`src/source/frontEnd_cfg.svh`:
```
`ifndef FRONTEND_CFG_SVH
`define FRONTEND_CFG_SVH

// Lanes delivered by fetch in one bundle.
`define FETCH_WIDTH 4

// Instructions that leave the queue together as one dispatch group.
`define DISPATCH_WIDTH 2

// Queue entries. Must stay a power of two so the pointers wrap for free.
`define IQ_DEPTH 16
`define IQ_DEPTH_LOG 4  // Pointer width, log2 of IQ_DEPTH.

// Width of a raw instruction word. The decoded immediate and the pc share it.
`define INST_WIDTH 16

`endif

```
`src/source/instFormatPkg.sv`:
```
`include "frontEnd_cfg.svh"

// Describes a single instruction, both as fetched and as decoded.
package instFormatPkg;

  // Raw opcodes 0 to 7 map one to one. Everything with the top bit set is illegal.
  typedef enum logic [3:0] {
    opAdd     = 4'h0,
    opSub     = 4'h1,
    opAnd     = 4'h2,
    opOr      = 4'h3,
    opLoad    = 4'h4,
    opStore   = 4'h5,
    opBranch  = 4'h6,
    opJump    = 4'h7,
    opIllegal = 4'hF
  } opcodeT;

  // Coarse class used by later stages to steer the instruction.
  typedef enum logic [1:0] {
    classAlu  = 2'd0,
    classMem  = 2'd1,
    classCtrl = 2'd2,
    classBad  = 2'd3
  } instClassT;

  // The raw 16-bit encoding, opcode in the top nibble.
  typedef struct packed {
    logic [3:0] opcode;  // Bits 15 to 12.
    logic [3:0] rd;      // Bits 11 to 8.
    logic [3:0] rs;      // Bits 7 to 4.
    logic [3:0] imm4;    // Bits 3 to 0, signed.
  } rawInstT;

  // One decoded instruction as it sits in the queue.
  typedef struct packed {
    opcodeT                  opcode;
    instClassT               instClass;
    logic                    isBranch;  // Set for opBranch and opJump only.
    logic [3:0]              rd;
    logic [3:0]              rs;
    logic [`INST_WIDTH-1:0]  imm;       // Sign-extended imm4.
    logic [`INST_WIDTH-1:0]  pc;
  } decodedInstT;

endpackage

```
`src/source/bundlePkg.sv`:
```
`include "frontEnd_cfg.svh"

// Describes what travels between the stages of the front end.
package bundlePkg;

  // A fetch bundle. Lane k sits at basePc plus k.
  typedef struct packed {
    logic [`FETCH_WIDTH-1:0]                      laneValid;
    logic [`INST_WIDTH-1:0]                       basePc;
    instFormatPkg::rawInstT [`FETCH_WIDTH-1:0]    lane;
  } fetchBundleT;

  // Decoder output. The lanes keep their fetch positions, so holes are allowed.
  typedef struct packed {
    logic [`FETCH_WIDTH-1:0]                      laneValid;
    instFormatPkg::decodedInstT [`FETCH_WIDTH-1:0] lane;
  } decodedBundleT;

  // A dispatch group, always full.
  // Slot 0 holds the oldest instruction.
  typedef struct packed {
    instFormatPkg::decodedInstT [`DISPATCH_WIDTH-1:0] slot;
  } dispatchBundleT;

endpackage

```
`src/source/instDecoder.sv`:
```
`include "frontEnd_cfg.svh"

// Decode stage for a full fetch bundle.
// All lanes are decoded in parallel and the result is registered, so a bundle
// accepted on one edge reaches the queue on the next.
module instDecoder (
  input  logic                      clk,
  input  logic                      rstN_i,
  input  logic                      flush_i,
  input  logic                      fetchValid_i,
  input  bundlePkg::fetchBundleT    fetchBundle_i,
  input  logic                      stallFetch_i,    // From the queue.
  output logic                      decodedValid_o,
  output bundlePkg::decodedBundleT  decodedBundle_o
);

  logic                     accept;       // A bundle is taken on this edge.
  bundlePkg::decodedBundleT decodedNext;  // Combinational decode of the input bundle.

  // Turns one raw lane into its decoded form.
  function automatic instFormatPkg::decodedInstT decodeLane(
    input instFormatPkg::rawInstT raw,
    input logic [`INST_WIDTH-1:0] lanePc
  );
    instFormatPkg::decodedInstT dec;
    // The top opcode bit marks the illegal half of the encoding space.
    dec.opcode = raw.opcode[3] ? instFormatPkg::opIllegal
                               : instFormatPkg::opcodeT'(raw.opcode);
    case (dec.opcode)
      instFormatPkg::opAdd, instFormatPkg::opSub,
      instFormatPkg::opAnd, instFormatPkg::opOr:    dec.instClass = instFormatPkg::classAlu;
      instFormatPkg::opLoad, instFormatPkg::opStore: dec.instClass = instFormatPkg::classMem;
      instFormatPkg::opBranch, instFormatPkg::opJump: dec.instClass = instFormatPkg::classCtrl;
      default:                                       dec.instClass = instFormatPkg::classBad;
    endcase
    dec.isBranch = (dec.opcode == instFormatPkg::opBranch) ||
                   (dec.opcode == instFormatPkg::opJump);  // Jumps count as branches too.
    dec.rd  = raw.rd;
    dec.rs  = raw.rs;
    dec.imm = {{(`INST_WIDTH-4){raw.imm4[3]}}, raw.imm4};  // Sign extension.
    dec.pc  = lanePc;
    return dec;
  endfunction

  assign accept = fetchValid_i & ~stallFetch_i;  // Fetch handshake.

  // Every lane is decoded, valid or not. The lane-valid vector travels along
  // and tells the queue which lanes to keep.
  always_comb begin
    decodedNext.laneValid = fetchBundle_i.laneValid;
    for (int lane = 0; lane < `FETCH_WIDTH; lane++) begin
      decodedNext.lane[lane] = decodeLane(fetchBundle_i.lane[lane],
                                          fetchBundle_i.basePc + `INST_WIDTH'(lane));
    end
  end

  // The valid flag is control state and clears on reset and flush.
  always_ff @(posedge clk) begin
    if (!rstN_i || flush_i) begin
      decodedValid_o <= 1'b0;
    end else begin
      decodedValid_o <= accept;  // Drops the cycle after no bundle was taken.
    end
  end

  // The payload only loads on an accepted bundle.
  always_ff @(posedge clk) begin
    if (accept) begin
      decodedBundle_o <= decodedNext;
    end
  end

endmodule

```
`src/source/instQueue.sv`:
```
`include "frontEnd_cfg.svh"

// Circular instruction queue between decode and dispatch.
// Up to FETCH_WIDTH lanes are written per cycle at the tail, compacted so that
// holes in the lane-valid vector leave no gaps. Groups of DISPATCH_WIDTH leave
// from the head.
module instQueue (
  input  logic                      clk,
  input  logic                      rstN_i,
  input  logic                      flush_i,
  input  logic                      decodedValid_i,
  input  bundlePkg::decodedBundleT  decodedBundle_i,
  output logic                      stallFetch_o,
  input  logic                      dispatchStall_i,
  output logic                      dispatchValid_o,
  output bundlePkg::dispatchBundleT dispatchBundle_o,
  output logic [1:0]                branchCount_o
);

  localparam int PtrW   = `IQ_DEPTH_LOG;
  localparam int CountW = `IQ_DEPTH_LOG + 1;  // Must hold the value IQ_DEPTH itself.

  // Stall threshold. Room is kept for the bundle inside the decoder plus the
  // one being accepted on the same edge as the stall is sampled.
  localparam int StallLimit = `IQ_DEPTH - 2 * `FETCH_WIDTH;

  instFormatPkg::decodedInstT iqMem [`IQ_DEPTH];  // Entry storage.

  logic [PtrW-1:0]         headPtr;      // Oldest entry.
  logic [PtrW-1:0]         tailPtr;      // First free entry.
  logic [CountW-1:0]       count;        // Occupied entries.
  logic [CountW-1:0]       countNext;
  logic [CountW-1:0]       writeCount;   // Popcount of the lanes written this cycle.
  logic [`FETCH_WIDTH-1:0] writeEnable;
  logic [PtrW-1:0]         laneOffset [`FETCH_WIDTH];  // Valid lanes below each lane.
  logic                    dispatchFire;  // A group leaves on this edge.

  // Compaction. Each lane is placed after all valid lanes below it, so the
  // offset is a running popcount. A flush cancels the write.
  always_comb begin
    writeCount = '0;
    for (int lane = 0; lane < `FETCH_WIDTH; lane++) begin
      laneOffset[lane]  = writeCount[PtrW-1:0];
      writeEnable[lane] = decodedValid_i & decodedBundle_i.laneValid[lane] & ~flush_i;
      writeCount        = writeCount + CountW'(writeEnable[lane]);
    end
  end

  // Storage has no reset. Only the pointers and the count say what is live.
  always_ff @(posedge clk) begin
    for (int lane = 0; lane < `FETCH_WIDTH; lane++) begin
      if (writeEnable[lane]) begin
        iqMem[tailPtr + laneOffset[lane]] <= decodedBundle_i.lane[lane];  // Wraps at depth.
      end
    end
  end

  // Head read is combinational, so the group stays put while dispatch stalls.
  always_comb begin
    branchCount_o = '0;
    for (int slotIdx = 0; slotIdx < `DISPATCH_WIDTH; slotIdx++) begin
      dispatchBundle_o.slot[slotIdx] = iqMem[headPtr + PtrW'(slotIdx)];
      branchCount_o = branchCount_o + 2'(dispatchBundle_o.slot[slotIdx].isBranch);
    end
  end

  assign dispatchValid_o = (count >= CountW'(`DISPATCH_WIDTH));  // Full groups only.
  assign dispatchFire    = dispatchValid_o & ~dispatchStall_i;
  assign stallFetch_o    = (count > CountW'(StallLimit));

  // Occupancy bookkeeping.
  // Writes always land, and a group only subtracts when it actually leaves.
  always_comb begin
    countNext = count + writeCount;
    if (dispatchFire) begin
      countNext = countNext - CountW'(`DISPATCH_WIDTH);
    end
  end

  // Flush wins over every read and write in the same cycle.
  always_ff @(posedge clk) begin
    if (!rstN_i || flush_i) begin
      headPtr <= '0;
      tailPtr <= '0;
      count   <= '0;
    end else begin
      tailPtr <= tailPtr + writeCount[PtrW-1:0];  // At most FETCH_WIDTH, fits the pointer.
      if (dispatchFire) begin
        headPtr <= headPtr + PtrW'(`DISPATCH_WIDTH);
      end
      count <= countNext;
    end
  end

endmodule

```
`src/source/frontEndTop.sv`:
```
`include "frontEnd_cfg.svh"

// Front-end slice. Decode stage followed by the instruction queue.
module frontEndTop (
  input  logic                      clk,
  input  logic                      rstN_i,
  input  logic                      flush_i,
  input  logic                      fetchValid_i,
  input  bundlePkg::fetchBundleT    fetchBundle_i,
  output logic                      stallFetch_o,
  input  logic                      dispatchStall_i,
  output logic                      dispatchValid_o,
  output bundlePkg::dispatchBundleT dispatchBundle_o,
  output logic [1:0]                branchCount_o
);

  logic                     queueStall;     // One stall serves decoder and fetch.
  logic                     decodedValid;
  bundlePkg::decodedBundleT decodedBundle;

  assign stallFetch_o = queueStall;

  instDecoder instDecoder_i (
    .clk             (clk),
    .rstN_i          (rstN_i),
    .flush_i         (flush_i),
    .fetchValid_i    (fetchValid_i),
    .fetchBundle_i   (fetchBundle_i),
    .stallFetch_i    (queueStall),
    .decodedValid_o  (decodedValid),
    .decodedBundle_o (decodedBundle)
  );

  instQueue instQueue_i (
    .clk              (clk),
    .rstN_i           (rstN_i),
    .flush_i          (flush_i),
    .decodedValid_i   (decodedValid),
    .decodedBundle_i  (decodedBundle),
    .stallFetch_o     (queueStall),
    .dispatchStall_i  (dispatchStall_i),
    .dispatchValid_o  (dispatchValid_o),
    .dispatchBundle_o (dispatchBundle_o),
    .branchCount_o    (branchCount_o)
  );

endmodule

```
`config.mk`:
```
export PLATFORM = sky130hd
export DESIGN_NAME = frontEndTop
export DESIGN_NICKNAME = d
export VERILOG_FILES = /design/src/source/instFormatPkg.sv /design/src/source/bundlePkg.sv /design/src/source/instDecoder.sv /design/src/source/instQueue.sv /design/src/source/frontEndTop.sv
export VERILOG_INCLUDE_DIRS = /design/src /design/src/source
export SDC_FILE = /design/constraint.sdc
export NUM_CORES = 2
export LEC_CHECK = 0
export BUFFER_PORTS_ARGS = -buffer_cell sky130_fd_sc_hd__clkbuf_2
export CAP_MARGIN = 20
export CORE_MARGIN = 4
export CORE_UTILIZATION = 29
export CTS_CLUSTER_SIZE = 16
export DETAILED_ROUTE_END_ITERATION = 10
export PLACE_DENSITY = 0.44
export SLEW_MARGIN = 20
export SYNTH_ARGS = -nofsm -noshare
export SYNTH_HDL_FRONTEND = slang
export SYNTH_SLANG_ARGS = --single-unit
export TNS_END_PERCENT = 5
```
`constraint.sdc`:
```
create_clock -name clk -period 8.7 [get_ports clk]
set_input_delay 2.175 -clock clk [delete_from_list [all_inputs] [get_ports clk]]
set_output_delay 2.175 -clock clk [all_outputs]
set_load 0.005 [all_outputs]
```
==> results.sh <==
export IMPL_clock_root_buffer="clkbuf_16"
export IMPL_clock_sinks=718
export IMPL_ir_worst_vdd_uv=164
export IMPL_syn_area_um2=47700
export IMPL_syn2layout_area_growth_pct=13.2
export IMPL_finalNetCount=4451
export IMPL_internal_power_w=0.00652
export IMPL_synth_top_cell_by_area="edfxtp_1"
export IMPL_fin_skew_ns=0.0294
export IMPL_total_power_w=0.00874
export IMPL_avgSynthCellArea_um2=10.6
export IMPL_fin_crit_sh=0.798
export IMPL_core_um2=163000
export IMPL_ys_seq_elements=718
export IMPL_grt_ovfl_total=0
export IMPL_htree_levels=3
export IMPL_grt_max_degree=70
export IMPL_net_switching_power_w=0.00222
export IMPL_synth_area_leaders="edfxtp_1, mux4_2, mux2i_1"
export IMPL_worstPathMaxFanout=20
export IMPL_rsz0062_at_grt="false"
export IMPL_worst_pin_slew_ns=1.30
export IMPL_die_area_um2=171000
export IMPL_cts_buffers=94
export IMPL_die_x_um=413
export IMPL_fin_setup_tns_ns=0
export IMPL_start_kind="input port"
export IMPL_leakage_nw=18.5
export IMPL_hpwlAfterDp_mm=164
export IMPL_worstPathRequired_ns=9.06
export IMPL_synth_edff_count=702
export IMPL_ys_types=95
export IMPL_cts_hold_buffers=0
export IMPL_cts_tree="yes"
export IMPL_start_util=0.292
export IMPL_ys_flop_type="edfxtp_1"
export IMPL_drive_gt1_frac=0.206
export IMPL_fin_area_um2=54000
export IMPL_multi_input_area_um2=23800
export IMPL_cts_clk_slew_worst_paths_ns=0.06
export IMPL_drt_wl_total_mm=270
export IMPL_status="finished, final reports clean"
export IMPL_path_cells="clkbuf_2 > nor2b_1 > nand2_1 > inv_1 > ha_1 > ha_1 > fa_1 > inv_1 > or2_2 > a21oi_1 > nor2_4 > o211ai_1 > buf_4"
export IMPL_regArea_um2=21400
export IMPL_io_buffers=186
export IMPL_cap_violations=0
export IMPL_vias=44900
export IMPL_drc=0
export IMPL_p_comb_frac=0.054
export IMPL_grt_pass1_wl_mm=366
export IMPL_die_h_um=413
export IMPL_io_pins=187
export IMPL_clkPwrFrac=0.480
export IMPL_grt_pass1_vias=43000
export IMPL_worst_endpoint_arrival_ns=7.31
export IMPL_crit_type="in -> reg"
export IMPL_hp_class="reg -> reg"
export IMPL_cp_end_kind="flip-flop"
export IMPL_antenna_found_initial=9
export IMPL_clk_latency_ns=0.75
export IMPL_grt_total_usage=0.306
export IMPL_cts_setup_buffers=0
export IMPL_ys_seq_area_frac=0.449
export IMPL_post_dp_cell_area_um2=50700
export IMPL_num_rows=148
export IMPL_relSlewSlack=0.128
export IMPL_post_cts_resized_instances=0
export IMPL_critPathSlowestCell="fa_1"
export IMPL_swShare=0.254
export IMPL_finalMaxSlewViolations=0
export IMPL_yosysWarnings=0
export IMPL_first_iter_violations=7282
export IMPL_power_density_nw_per_um2=162
export IMPL_synthArstFlopShare=0
export IMPL_pwr_share_seq=0.466
export IMPL_antenna_left=0
export IMPL_finalHoldViolCount=0
export IMPL_finalWeightedCongestion=0.962
export IMPL_syn_num_nets=4607
export IMPL_cts_path_max_buffers=3
export IMPL_setup_ws_ns=1.75
export IMPL_yosysTopAreaCellShare=0.442
export IMPL_dr_pass1_iters=6
export IMPL_setup_viol=0
export IMPL_via_per_inst=6.81
export IMPL_timing_final_crit_period_ns=6.95
export IMPL_syn_inst=4488
export IMPL_pre_cts_ws_ns=1.29
export IMPL_fmax_mhz=144
export IMPL_wire_per_inst_um=41.0
export IMPL_n_fill_cell=16200
export IMPL_cpPeakStageDelay_ns=0.76
-- routing by layer --
| metal | global-route usage | vias up | routed length, µm |
|---|---|---|---|
| li1 | - | 17600 | - |
| met2 | 0.450 | 3827 | 115000 |
| met4 | 0.172 | 0 | 17700 |
| met5 | 0 | - | 0 |
| met3 | 0.0947 | 904 | 33400 |
| met1 | 0.398 | 22600 | 104000 |
-- flip-flops by register name, indices dropped and copies added, names as in the netlist, named ones only --
register,cells
instDecoder_i.decodedBundle_o,142
instDecoder_i.decodedValid_o,1
instQueue_i.count,5
instQueue_i.headPtr,3
instQueue_i.iqMem,560
instQueue_i.tailPtr,4
-- path summary, 6_finish.rpt --
kind / startpoint / end / slack (ns) / depth (start not counted)
worst max-delay path: flush_i / instQueue_i.iqMem[15][18]$_DFFE_PP_ / 1.75 / 13
worst min-delay path: instQueue_i.count[0]$_SDFF_PP0_ / instQueue_i.count[0]$_SDFF_PP0_ / 0.60 / 2
worst max register to register: instDecoder_i.decodedValid_o$_SDFF_PP0_ / instQueue_i.iqMem[15][18]$_DFFE_PP_ / 2.79 / 12
worst min register to register: instQueue_i.count[0]$_SDFF_PP0_ / instQueue_i.count[0]$_SDFF_PP0_ / 0.60 / 2
-- logic make-up (layout without fill, tap and decap cells) --
family | after synthesis | in the layout | share of synthesized area
AOI/OAI and AO/OA | 1605 | 1605 | 0.236
xor gates and xnor gates | 52 | 52 | 0.0104
adders and majority gates | 30 | 30 | 0.00866
buffers and inverters | 699 | 620 | 0.0635
DFF | 718 | 718 | 0.449
muxes | 424 | 424 | 0.128
other | 0 | 10 | 0
and+or+nand+nor | 960 | 960 | 0.105
-- cells in the final DEF, fill, tap and decap left out, types with 181 or more instances in the layout --
cell type and count:
buf_4 188, a211oi_1 228, and3_1 181, a221oi_1 196
edfxtp_1 702, nand2_1 187, o21ai_0 350, nor3_1 202
a21oi_1 188, clkbuf_2 186, mux2i_1 193
-- area by class of cell --
cell class | count | share of cell area
multi-input cells | 3071 | 0.442
flip-flops and latches | 718 | 0.397
well taps | 2175 | 0.0504
repair buffers | 383 | 0.0469
clock buffers | 110 | 0.0455
clock inverters | 63 | 0.0138
inverters | 64 | 0.00445
diodes | 10 | 0.000464
-- power by group through the flow --
stage | Sequential, W | Combinational [W] | Clock (W)
3_3_place_gp | 0.00413 | 0.000458 | 0
3_5_place_dp | 0.00413 | 0.000465 | 0
4_1_cts | 0.00406 | 0.000467 | 0.00423
5_1_grt | 0.00407 | 0.000514 | 0.00436
6_report | 0.00407 | 0.000472 | 0.00419
2_1_floorplan | 0.00397 | 0.000387 | 0
-- cells in the mapped netlist, drive strengths merged (11+ instances only) --
| cell type | n |
|---|---|
| edfxtp | 702 |
| clkbuf | 407 |
| o21ai | 395 |
| a211oi | 231 |
| buf | 228 |
| a21oi | 206 |
| nor3 | 206 |
| nand2 | 200 |
| a221oi | 196 |
| mux2i | 196 |
| and3 | 181 |
| nor2 | 171 |
| o22ai | 144 |
| mux4 | 140 |
| o32ai | 132 |
| a22oi | 102 |
| mux2 | 88 |
| inv | 64 |
| and2 | 45 |
| a21boi | 37 |
| o2bb2ai | 35 |
| nor4 | 34 |
| nor2b | 32 |
| a211o | 31 |
| a2111oi | 27 |
| xnor2 | 26 |
| ha | 25 |
| xor2 | 25 |
| o211ai | 24 |
| nand3 | 21 |
| dfxtp | 16 |
| or2 | 16 |
| nand4 | 13 |
| o31ai | 13 |
| a21o | 11 |
-- per-stage QoR --
step	hold WS (ns)	cells	util
final	0.595	6594	0.331
after global routing	0.650	6585	0.331
after CTS	0.594	6584	0.331
after detailed placement	0.575	6411	0.311
after global placement	0.577	6410	0.311
after floorplan	0.545	4488	-
-- critical path: cells and delay by family --
kind                       cells  cell delay (ns)
buffers and inverters          4             1.40
AOI/OAI and AO/OA              2             0.88
and+or+nand+nor                4             1.46
adders and majority gates      3             1.29
No activity file was read; power rests on OpenSTA's default activity.
